===== config.mk =====
export PLATFORM = sky130hd
export DESIGN_NAME = aluTop
export DESIGN_NICKNAME = d
export VERILOG_FILES = /design/src/design/aluPkg.sv /design/src/design/aluSlice.sv /design/src/design/carryLookahead.sv /design/src/design/wideAlu.sv /design/src/design/requestReceiver.sv /design/src/design/commandQueue.sv /design/src/design/aluExecutor.sv /design/src/design/aluTop.sv
export VERILOG_INCLUDE_DIRS = /design/src /design/src/design
export SDC_FILE = /design/constraint.sdc
export NUM_CORES = 1
export LEC_CHECK = 0
export CAP_MARGIN = 20
export CORE_UTILIZATION = 48
export CTS_CLUSTER_SIZE = 10
export DETAILED_ROUTE_END_ITERATION = 8
export DONT_BUFFER_PORTS = 1
export PLACE_DENSITY = 0.67
export SLEW_MARGIN = 15
export SYNTH_ARGS = -nofsm -noshare
export SYNTH_HDL_FRONTEND = slang
export SYNTH_SLANG_ARGS = --single-unit
export TNS_END_PERCENT = 5

===== constraint.sdc =====
create_clock -name clk -period 4.3 [get_ports clk]
set_clock_uncertainty 0.05 [all_clocks]
set_input_delay 0.86 -clock clk [delete_from_list [all_inputs] [get_ports clk]]
set_output_delay 0.86 -clock clk [all_outputs]
set_load 0.03 [all_outputs]

===== src/design/alu_macros.svh =====
/* ALU build constants */
`ifndef ALU_MACROS_SVH
`define ALU_MACROS_SVH

// Data path width of the full ALU
`define ALU_WIDTH 16

// Number of 4-bit slices in the data path
// Must equal ALU_WIDTH / 4
`define ALU_SLICES 4

// Command queue entries
`define QUEUE_DEPTH 4

`endif


===== src/design/aluPkg.sv =====
/* ALU command types */
`include "alu_macros.svh"

package aluPkg;

  // Function select of the 181-style slice table
  typedef logic [3:0] aluSelect;

  // Arithmetic uses the carry, logic ignores it
  typedef enum logic {
    modeArith = 1'b0,
    modeLogic = 1'b1
  } aluMode;

  // Select codes referred to by name
  localparam aluSelect selAdd       = 4'b1001;  // A plus B, arithmetic
  localparam aluSelect selSubtract  = 4'b0110;  // A minus B minus 1, arithmetic
  localparam aluSelect selMinusOne  = 4'b0011;  // All ones, arithmetic
  localparam aluSelect selShiftLeft = 4'b1100;  // A plus A, arithmetic
  localparam aluSelect selPassA     = 4'b1111;  // F equals A, logic

  // One queued request
  // carryIn is active low
  typedef struct packed {
    aluSelect               select;
    aluMode                 mode;
    logic                   carryIn;
    logic [`ALU_WIDTH-1:0]  a;
    logic [`ALU_WIDTH-1:0]  b;
  } aluCommand;

  // One computed answer, carryOut active low
  typedef struct packed {
    logic [`ALU_WIDTH-1:0]  f;
    logic                   carryOut;
    logic                   equal;
  } aluResult;

endpackage


===== src/design/aluSlice.sv =====
/* 4-bit ALU slice */
module aluSlice (
  input  aluPkg::aluSelect  select,
  input  aluPkg::aluMode    mode,
  input  logic              carryIn,
  input  logic [3:0]        a,
  input  logic [3:0]        b,
  output logic [3:0]        f,
  output logic              carryOut,
  output logic              propagateN,
  output logic              generateN,
  output logic              equal
);
  import aluPkg::*;

  // Per-bit terms as the 181 gates form them
  logic [3:0] bitProp;
  logic [3:0] bitGen;
  // Arithmetic operand pair and 5-bit sum
  logic [3:0] opX;
  logic [3:0] opY;
  logic [4:0] sum;
  // Group terms for the lookahead pins
  logic       groupKill;
  logic       chainRun;

  // Propagate selects among A, A or B, A or not B
  // Generate is the second arithmetic operand
  assign bitProp = a | (b & {4{select[0]}}) | (~b & {4{select[1]}});
  assign bitGen  = (a & ~b & {4{select[2]}}) | (a & b & {4{select[3]}});

  // Arithmetic operands per select code
  always_comb
  begin
    case (select)
      4'b0000:      begin opX = a;            opY = 4'b0000;    end  // A
      4'b0001:      begin opX = a | b;        opY = 4'b0000;    end  // A or B
      4'b0010:      begin opX = a | ~b;       opY = 4'b0000;    end  // A or not B
      selMinusOne:  begin opX = 4'b1111;      opY = 4'b0000;    end
      4'b0100:      begin opX = a;            opY = a & ~b;     end
      4'b0101:      begin opX = a | b;        opY = a & ~b;     end
      selSubtract:  begin opX = a;            opY = ~b;         end
      4'b0111:      begin opX = a & ~b;       opY = 4'b1111;    end  // minus 1
      4'b1000:      begin opX = a;            opY = a & b;      end
      selAdd:       begin opX = a;            opY = b;          end
      4'b1010:      begin opX = a | ~b;       opY = a & b;      end
      4'b1011:      begin opX = a & b;        opY = 4'b1111;    end
      selShiftLeft: begin opX = a;            opY = a;          end
      4'b1101:      begin opX = a;            opY = a | b;      end
      4'b1110:      begin opX = a;            opY = a | ~b;     end
      default:      begin opX = a;            opY = 4'b1111;    end  // A minus 1
    endcase
  end

  // Carry in is active low, so its inverse is added
  assign sum = {1'b0, opX} + {1'b0, opY} + {4'b0000, ~carryIn};

  // Group terms for the lookahead
  // Running product walks down from the top bit
  always_comb
  begin
    groupKill = 1'b0;
    chainRun  = 1'b1;
    for (int i = 3; i >= 0; i--)
    begin
      groupKill = groupKill | (chainRun & ~bitProp[i]);
      chainRun  = chainRun & ~bitGen[i];
    end
  end

  // Result word and carry per mode
  always_comb
  begin
    if (mode == modeArith)
    begin
      f        = sum[3:0];
      carryOut = ~sum[4];
    end
    else
    begin
      case (select)
        4'b0000:  f = ~a;
        4'b0001:  f = ~(a | b);
        4'b0010:  f = ~a & b;
        4'b0011:  f = 4'b0000;
        4'b0100:  f = ~(a & b);
        4'b0101:  f = ~b;
        4'b0110:  f = a ^ b;
        4'b0111:  f = a & ~b;
        4'b1000:  f = ~a | b;
        4'b1001:  f = ~(a ^ b);
        4'b1010:  f = b;
        4'b1011:  f = a & b;
        4'b1100:  f = 4'b1111;
        4'b1101:  f = a | ~b;
        4'b1110:  f = a | b;
        selPassA: f = a;
        default:  f = a;
      endcase
      // Gate-level carry, still active low
      carryOut = (carryIn & chainRun) | groupKill;
    end
  end

  // Lookahead pins in the 181 pin sense
  assign propagateN = ~chainRun;
  assign generateN  = ~groupKill;

  // All ones on F, a compare flag after subtract
  assign equal = &f;

endmodule


===== src/design/carryLookahead.sv =====
/* Slice carry lookahead */
`include "alu_macros.svh"

module carryLookahead (
  input  logic                    carryIn,
  input  logic [`ALU_SLICES-1:0]  propagateN,
  input  logic [`ALU_SLICES-1:0]  generateN,
  output logic [`ALU_SLICES-1:1]  sliceCarry
);

  // Sum-of-products accumulators
  logic carryTerm;
  logic runTerm;

  // Carries stay active low, as at the slice pins
  // Into slice k: g[k-1] | p[k-1]g[k-2] | ... | p[k-1..0]cin
  always_comb
  begin
    carryTerm = 1'b0;
    runTerm   = 1'b1;
    for (int k = 1; k < `ALU_SLICES; k++)
    begin
      carryTerm = 1'b0;
      runTerm   = 1'b1;
      for (int j = k - 1; j >= 0; j--)
      begin
        carryTerm = carryTerm | (runTerm & ~generateN[j]);
        runTerm   = runTerm & ~propagateN[j];
      end
      // Incoming carry reaches slice k only through every lower slice
      sliceCarry[k] = carryTerm | (runTerm & carryIn);
    end
  end

endmodule


===== src/design/wideAlu.sv =====
/* 16-bit ALU */
`include "alu_macros.svh"

module wideAlu (
  input  aluPkg::aluSelect        select,
  input  aluPkg::aluMode          mode,
  input  logic                    carryIn,
  input  logic [`ALU_WIDTH-1:0]   a,
  input  logic [`ALU_WIDTH-1:0]   b,
  output logic [`ALU_WIDTH-1:0]   f,
  output logic                    carryOut,
  output logic                    equal
);

  // Carry into each slice, bit 0 from outside
  logic [`ALU_SLICES-1:0] sliceCarryIn;
  logic [`ALU_SLICES-1:0] sliceCarryOut;
  logic [`ALU_SLICES-1:0] slicePropagateN;
  logic [`ALU_SLICES-1:0] sliceGenerateN;
  logic [`ALU_SLICES-1:0] sliceEqual;

  // Upper carries come from the lookahead, not the ripple
  carryLookahead lookahead (
    .carryIn    (carryIn),
    .propagateN (slicePropagateN),
    .generateN  (sliceGenerateN),
    .sliceCarry (sliceCarryIn[`ALU_SLICES-1:1])
  );

  assign sliceCarryIn[0] = carryIn;

  for (genvar k = 0; k < `ALU_SLICES; k++)
  begin : gSlice
    aluSlice slice (
      .select     (select),
      .mode       (mode),
      .carryIn    (sliceCarryIn[k]),
      .a          (a[4*k +: 4]),
      .b          (b[4*k +: 4]),
      .f          (f[4*k +: 4]),
      .carryOut   (sliceCarryOut[k]),
      .propagateN (slicePropagateN[k]),
      .generateN  (sliceGenerateN[k]),
      .equal      (sliceEqual[k])
    );
  end

  // Top slice carry is the word carry
  assign carryOut = sliceCarryOut[`ALU_SLICES-1];
  assign equal    = &sliceEqual;

endmodule


===== src/design/requestReceiver.sv =====
/* Command handshake receiver */
`include "alu_macros.svh"

module requestReceiver (
  input  logic                    clk,
  input  logic                    reset,
  input  logic                    cmdReq,
  input  aluPkg::aluSelect        cmdSelect,
  input  aluPkg::aluMode          cmdMode,
  input  logic                    cmdCarryIn,
  input  logic [`ALU_WIDTH-1:0]   cmdA,
  input  logic [`ALU_WIDTH-1:0]   cmdB,
  input  logic                    full,
  output logic                    cmdAck,
  output logic                    pushValid,
  output aluPkg::aluCommand       pushData
);
  import aluPkg::*;

  typedef enum logic {
    waitRequest = 1'b0,
    waitRelease = 1'b1
  } receiverState;

  receiverState state;

  // Write once per request, held off while the queue is full
  assign pushValid = (state == waitRequest) && cmdReq && !full;

  // Fields are stable while cmdReq is high
  assign pushData = '{select: cmdSelect, mode: cmdMode, carryIn: cmdCarryIn,
                      a: cmdA, b: cmdB};

  // Ack tracks the release phase
  assign cmdAck = (state == waitRelease);

  always_ff @(posedge clk)
  begin
    if (reset)
    begin
      state <= waitRequest;
    end
    else
    begin
      case (state)
        waitRequest:
          if (pushValid)
            state <= waitRelease;
        // Drop ack the cycle after req is seen low
        default:
          if (!cmdReq)
            state <= waitRequest;
      endcase
    end
  end

endmodule


===== src/design/commandQueue.sv =====
/* Command FIFO */
`include "alu_macros.svh"

module commandQueue (
  input  logic                clk,
  input  logic                reset,
  input  logic                pushValid,
  input  aluPkg::aluCommand   pushData,
  input  logic                popReady,
  output aluPkg::aluCommand   popData,
  output logic                full,
  output logic                empty
);
  import aluPkg::*;

  localparam int ptrWidth   = $clog2(`QUEUE_DEPTH);
  localparam int countWidth = $clog2(`QUEUE_DEPTH + 1);

  // Payload storage
  aluCommand             entries [`QUEUE_DEPTH];
  logic [ptrWidth-1:0]   wrPtr;
  logic [ptrWidth-1:0]   rdPtr;
  logic [countWidth-1:0] count;
  logic                  doPush;
  logic                  doPop;

  // Wrap at the last entry
  function automatic logic [ptrWidth-1:0] nextPtr(input logic [ptrWidth-1:0] ptr);
    if (ptr == ptrWidth'(`QUEUE_DEPTH - 1))
      return '0;
    return ptr + 1'b1;
  endfunction

  assign full   = (count == countWidth'(`QUEUE_DEPTH));
  assign empty  = (count == '0);
  // Push on full and pop on empty are dropped
  assign doPush = pushValid && !full;
  assign doPop  = popReady && !empty;

  // Head entry shows the cycle after its write
  assign popData = entries[rdPtr];

  always_ff @(posedge clk)
  begin
    if (doPush)
      entries[wrPtr] <= pushData;
  end

  always_ff @(posedge clk)
  begin
    if (reset)
    begin
      wrPtr <= '0;
      rdPtr <= '0;
      count <= '0;
    end
    else
    begin
      if (doPush)
        wrPtr <= nextPtr(wrPtr);
      if (doPop)
        rdPtr <= nextPtr(rdPtr);
      // Simultaneous push and pop leaves the count as is
      if (doPush && !doPop)
        count <= count + 1'b1;
      else if (doPop && !doPush)
        count <= count - 1'b1;
    end
  end

endmodule


===== src/design/aluExecutor.sv =====
/* ALU command executor */
`include "alu_macros.svh"

module aluExecutor (
  input  logic                    clk,
  input  logic                    reset,
  input  aluPkg::aluCommand       popData,
  input  logic                    empty,
  input  logic                    resultAck,
  output logic                    popReady,
  output logic                    resultReq,
  output logic [`ALU_WIDTH-1:0]   resultF,
  output logic                    resultCarryOut,
  output logic                    resultEqual
);
  import aluPkg::*;

  // Release phase waits for ack to drop
  typedef enum logic [1:0] {
    idle        = 2'd0,
    present     = 2'd1,
    releaseWait = 2'd2
  } executorState;

  executorState           state;
  aluResult               resultReg;
  logic [`ALU_WIDTH-1:0]  aluF;
  logic                   aluCarryOut;
  logic                   aluEqual;

  // Head command feeds the ALU directly
  wideAlu alu (
    .select   (popData.select),
    .mode     (popData.mode),
    .carryIn  (popData.carryIn),
    .a        (popData.a),
    .b        (popData.b),
    .f        (aluF),
    .carryOut (aluCarryOut),
    .equal    (aluEqual)
  );

  assign popReady = (state == idle) && !empty;
  assign resultReq = (state == present);

  // Result stays put through the whole handshake
  assign resultF        = resultReg.f;
  assign resultCarryOut = resultReg.carryOut;
  assign resultEqual    = resultReg.equal;

  // Capture on the popping edge
  always_ff @(posedge clk)
  begin
    if (popReady)
      resultReg <= '{f: aluF, carryOut: aluCarryOut, equal: aluEqual};
  end

  always_ff @(posedge clk)
  begin
    if (reset)
    begin
      state <= idle;
    end
    else
    begin
      case (state)
        idle:
          if (popReady)
            state <= present;
        present:
          if (resultAck)
            state <= releaseWait;
        // Next pop only once ack is low again
        default:
          if (!resultAck)
            state <= idle;
      endcase
    end
  end

endmodule


===== src/design/aluTop.sv =====
/* ALU service top level */
`include "alu_macros.svh"

module aluTop (
  input  logic                    clk,
  input  logic                    reset,
  // Command port
  input  logic                    cmdReq,
  input  aluPkg::aluSelect        cmdSelect,
  input  aluPkg::aluMode          cmdMode,
  input  logic                    cmdCarryIn,
  input  logic [`ALU_WIDTH-1:0]   cmdA,
  input  logic [`ALU_WIDTH-1:0]   cmdB,
  output logic                    cmdAck,
  // Result port
  output logic                    resultReq,
  output logic [`ALU_WIDTH-1:0]   resultF,
  output logic                    resultCarryOut,
  output logic                    resultEqual,
  input  logic                    resultAck
);
  import aluPkg::*;

  logic       pushValid;
  aluCommand  pushData;
  logic       full;
  logic       popReady;
  aluCommand  popData;
  logic       empty;

  requestReceiver receiver (
    .clk        (clk),
    .reset      (reset),
    .cmdReq     (cmdReq),
    .cmdSelect  (cmdSelect),
    .cmdMode    (cmdMode),
    .cmdCarryIn (cmdCarryIn),
    .cmdA       (cmdA),
    .cmdB       (cmdB),
    .full       (full),
    .cmdAck     (cmdAck),
    .pushValid  (pushValid),
    .pushData   (pushData)
  );

  // Commands wait here between the two handshakes
  commandQueue queue (
    .clk       (clk),
    .reset     (reset),
    .pushValid (pushValid),
    .pushData  (pushData),
    .popReady  (popReady),
    .popData   (popData),
    .full      (full),
    .empty     (empty)
  );

  aluExecutor executor (
    .clk            (clk),
    .reset          (reset),
    .popData        (popData),
    .empty          (empty),
    .resultAck      (resultAck),
    .popReady       (popReady),
    .resultReq      (resultReq),
    .resultF        (resultF),
    .resultCarryOut (resultCarryOut),
    .resultEqual    (resultEqual)
  );

endmodule


==> results_dict.tcl <==
set metrics [dict create \
    layout-drive-gt1-share_pct 30.03 \
    critPathArrivalTime_ns 4.76 \
    clk_path_buf_depth 2 \
    holdPathEnd "executor.state[0]" \
    violations "negative setup slack" \
    htree_num_levels 4 \
    io_buffers 0 \
    antenna_found_initial 0 \
    grt-busiest-layer "met2" \
    fmax_mhz 221.7 \
    met2_usage_pct 49.64 \
    hold_class "reg -> reg" \
    initial_utilization_pct 48.79 \
    ys_types 85 \
    netlist_top_cells_count "edfxtp_1 (170), ha_1 (79), a21oi_1 (74), inv_1 (65), o21ai_0 (64)" \
    antenna_left 0 \
    syn_area_sq_um 12640 \
    seq_area_frac_synth_pct 42.28 \
    grt_util_met1_pct 44.48 \
    async_flop_share_pct 0 \
    clkTransAtPathRegs_ns 0.09 \
    synth_seq_cells 182 \
    worstReg2RegEnd "executor.resultEqual" \
    grt_util_all_layers_pct 32.48 \
    die_y_microns 164.3 \
    netlist_instances 1150 \
    post-dp-hpwl_mm 30.99 \
    fillerInstances 2118 \
    min_from "executor.state[0]" \
    reg2reg_depth 19 \
    fin_util_pct 60.27 \
    die-area_sq_um 26990 \
    drc 0 \
    period_minus_slack_ns 4.510 \
    rows 59 \
    finalSetupViolCount 3 \
    cts_sinks 182 \
    grt_pass1_wl_mm 64.69 \
    ioPinCount 62 \
    synth_fp_nets 1280 \
    grt_max_degree 39 \
    max_cap_violations 0 \
    grt-ovfl-total 0 \
    drt_iter0_drc 1276 \
    area_growth_pct 23.54 \
    synth_area_leaders "edfxtp_1 (40%), ha_1 (7.8%), mux4_2 (6.9%), a21oi_1 (2.9%), mux2i_1 (2.8%)" \
    hold_depth 2 \
    viasPerCell 6.496 \
    required_ns 4.55 \
    relSlewSlack_pct 31.24 \
    period_share_pct 104.9 \
    synth_top_area_cell "edfxtp_1" \
    placed_cell_area_sq_um 14670 \
    nets 1479 \
    die_w_microns 164.3 \
    syn_avg_cell_area_sq_um 10.99 \
    crit_path_start_kind "flip-flop" \
    synth_edf_count 170 \
    diodes 0 \
    num_vias 11020 \
    critPathCaptureType "flip-flop" \
    finalMaxSlewViolations 0 \
    grt_use_met3_pct 6.061 \
    setup_ws_ns -0.2104 \
    tightest_slew_ns 1.031 \
    regToRegSetupSlack_ns -0.21 \
    drt-wirelength-per-cell_microns 25.18 \
    synth_warnings 0 \
    place_congestion 1.014 \
    clock_latency_ns 0.45 \
    hold_viol_final 0 \
    drtPass1Iterations 8 \
    grt_pass1_vias 10820 \
    status "finished, violations left" \
    synth.top_cell.area_share_pct 40.38 \
    cts_hold_buf 0 \
    core-area_sq_um 25910 \
    design_area_sq_um 15620 \
    finalWirelength_mm 42.73 \
    synth_ff_type "edfxtp_1" \
    worstSetupPathType "reg -> reg" \
    ctsRootBufferMaster "clkbuf_16" \
    cts_tree "done" \
    rsz0062_at_grt "true" \
    cts-buffers-inserted 17 \
    crit_fanout 6 \
    synth.most_common_cell "edfxtp_1" \
]
-- layer usage --
layer / vias up / share of wire, %
met2: 684 / 44
met3: 158 / 9.2
met4: 0 / 4.8
met1: 5320 / 42
met5: - / 0
li1: 4862 / -
-- metrics by stage --
stage                     setup TNS (ns)  setup slack [ns]  cells  hold slack, ns
after floorplan                        0           0.01091   1150          0.3947
after CTS                        -0.1280           -0.1280   1696          0.4017
after global routing             -0.9927           -0.3776   1697          0.3934
final                            -0.2507           -0.2104   1697          0.4126
after global placement           -0.8677           -0.3386   1644          0.4050
after detailed placement          -1.078           -0.4349   1644          0.4006
-- layout by cell type, fill, tap and decap left out, types with 7 or more instances in the layout --
cell type    n
a21o_1       7
a21oi_1     68
a221oi_1    12
a22oi_1     35
a31oi_1     15
a32o_1       7
a32oi_1     10
and2_1       8
buf_12      11
buf_4      252
clkbuf_16   17
clkinv_8     7
dfxtp_1     10
edfxtp_1   170
ha_1        75
inv_1       63
mux2_2      15
mux2i_1     33
mux4_2      38
nand2_1     63
nand2b_1    14
nand3_1     14
nand3b_1    19
nor2_1      61
nor2b_1     20
nor3_1      11
o211ai_1    16
o21ai_0     63
o22a_1      13
o22ai_1     13
-- critical path, stage by stage (launching register included) --
cell      delay (ns)
dfxtp_4         0.37
buf_12          0.13
mux4_2          0.54
buf_6           0.15
ha_1            0.19
or2_2           0.32
a22o_1          0.22
a221oi_2        0.24
buf_4           0.17
a221oi_2        0.08
and2_1          0.22
fa_2            0.35
inv_1           0.08
fa_1            0.41
nor2_1          0.12
nor2_1          0.07
a31oi_2         0.22
and4_1          0.23
nand4_1         0.10
nor3_2          0.11
-- repair_timing --
item,4_1_cts,5_1_grt
setup endpoints to repair,8,10
resized for setup,29,5
gates cloned,1,0
setup buffers,20,0
pin swaps,16,3
-- kinds of logic after synthesis --
kind of cell,after synthesis,synth area share (%)
AOI/OAI and AO/OA,359,19.71
and+or+nand+nor,268,11.44
DFF,182,42.28
buffers and inverters,153,5.384
muxes,90,11.14
adders and majority gates,88,9.244
xor gates and xnor gates,10,0.8017
-- layout make-up --
type	instances	area [sq um]	share of cell area, %
Clock buffer	17	425.4	2.724
Sequential cell	182	5350	34.26
Timing Repair Buffer	267	2155	13.80
Clock inverter	15	197.7	1.266
Tap cell	335	419.2	2.684
Multi-Input combinational cell	816	6827	43.71
Inverter	65	244.0	1.562
-- sequential cells by signal (all words and copies together), names as in the netlist, named ones only --
name and count:
executor.resultEqual 1, receiver.cmdAck 1, queue.wrPtr 2, executor.resultF 16, executor.state 2, queue.rdPtr 2, queue.count 3, executor.resultCarryOut 1
queue.entries 152
-- worst max path at each step --
stage / cells after the start / slack [ns] / end
2_1_floorplan: 21 / 0.01 / executor.resultEqual
3_3_place_gp: 19 / -0.34 / executor.resultEqual
3_5_place_dp: 19 / -0.43 / executor.resultEqual
4_1_cts: 18 / -0.13 / executor.resultEqual
5_1_grt: 20 / -0.38 / executor.resultEqual
6_report: 19 / -0.21 / executor.resultEqual
Power is left out: the tool's default activity adds up to more than one toggle a clock period on the data nets, which glitch-free logic cannot reach.
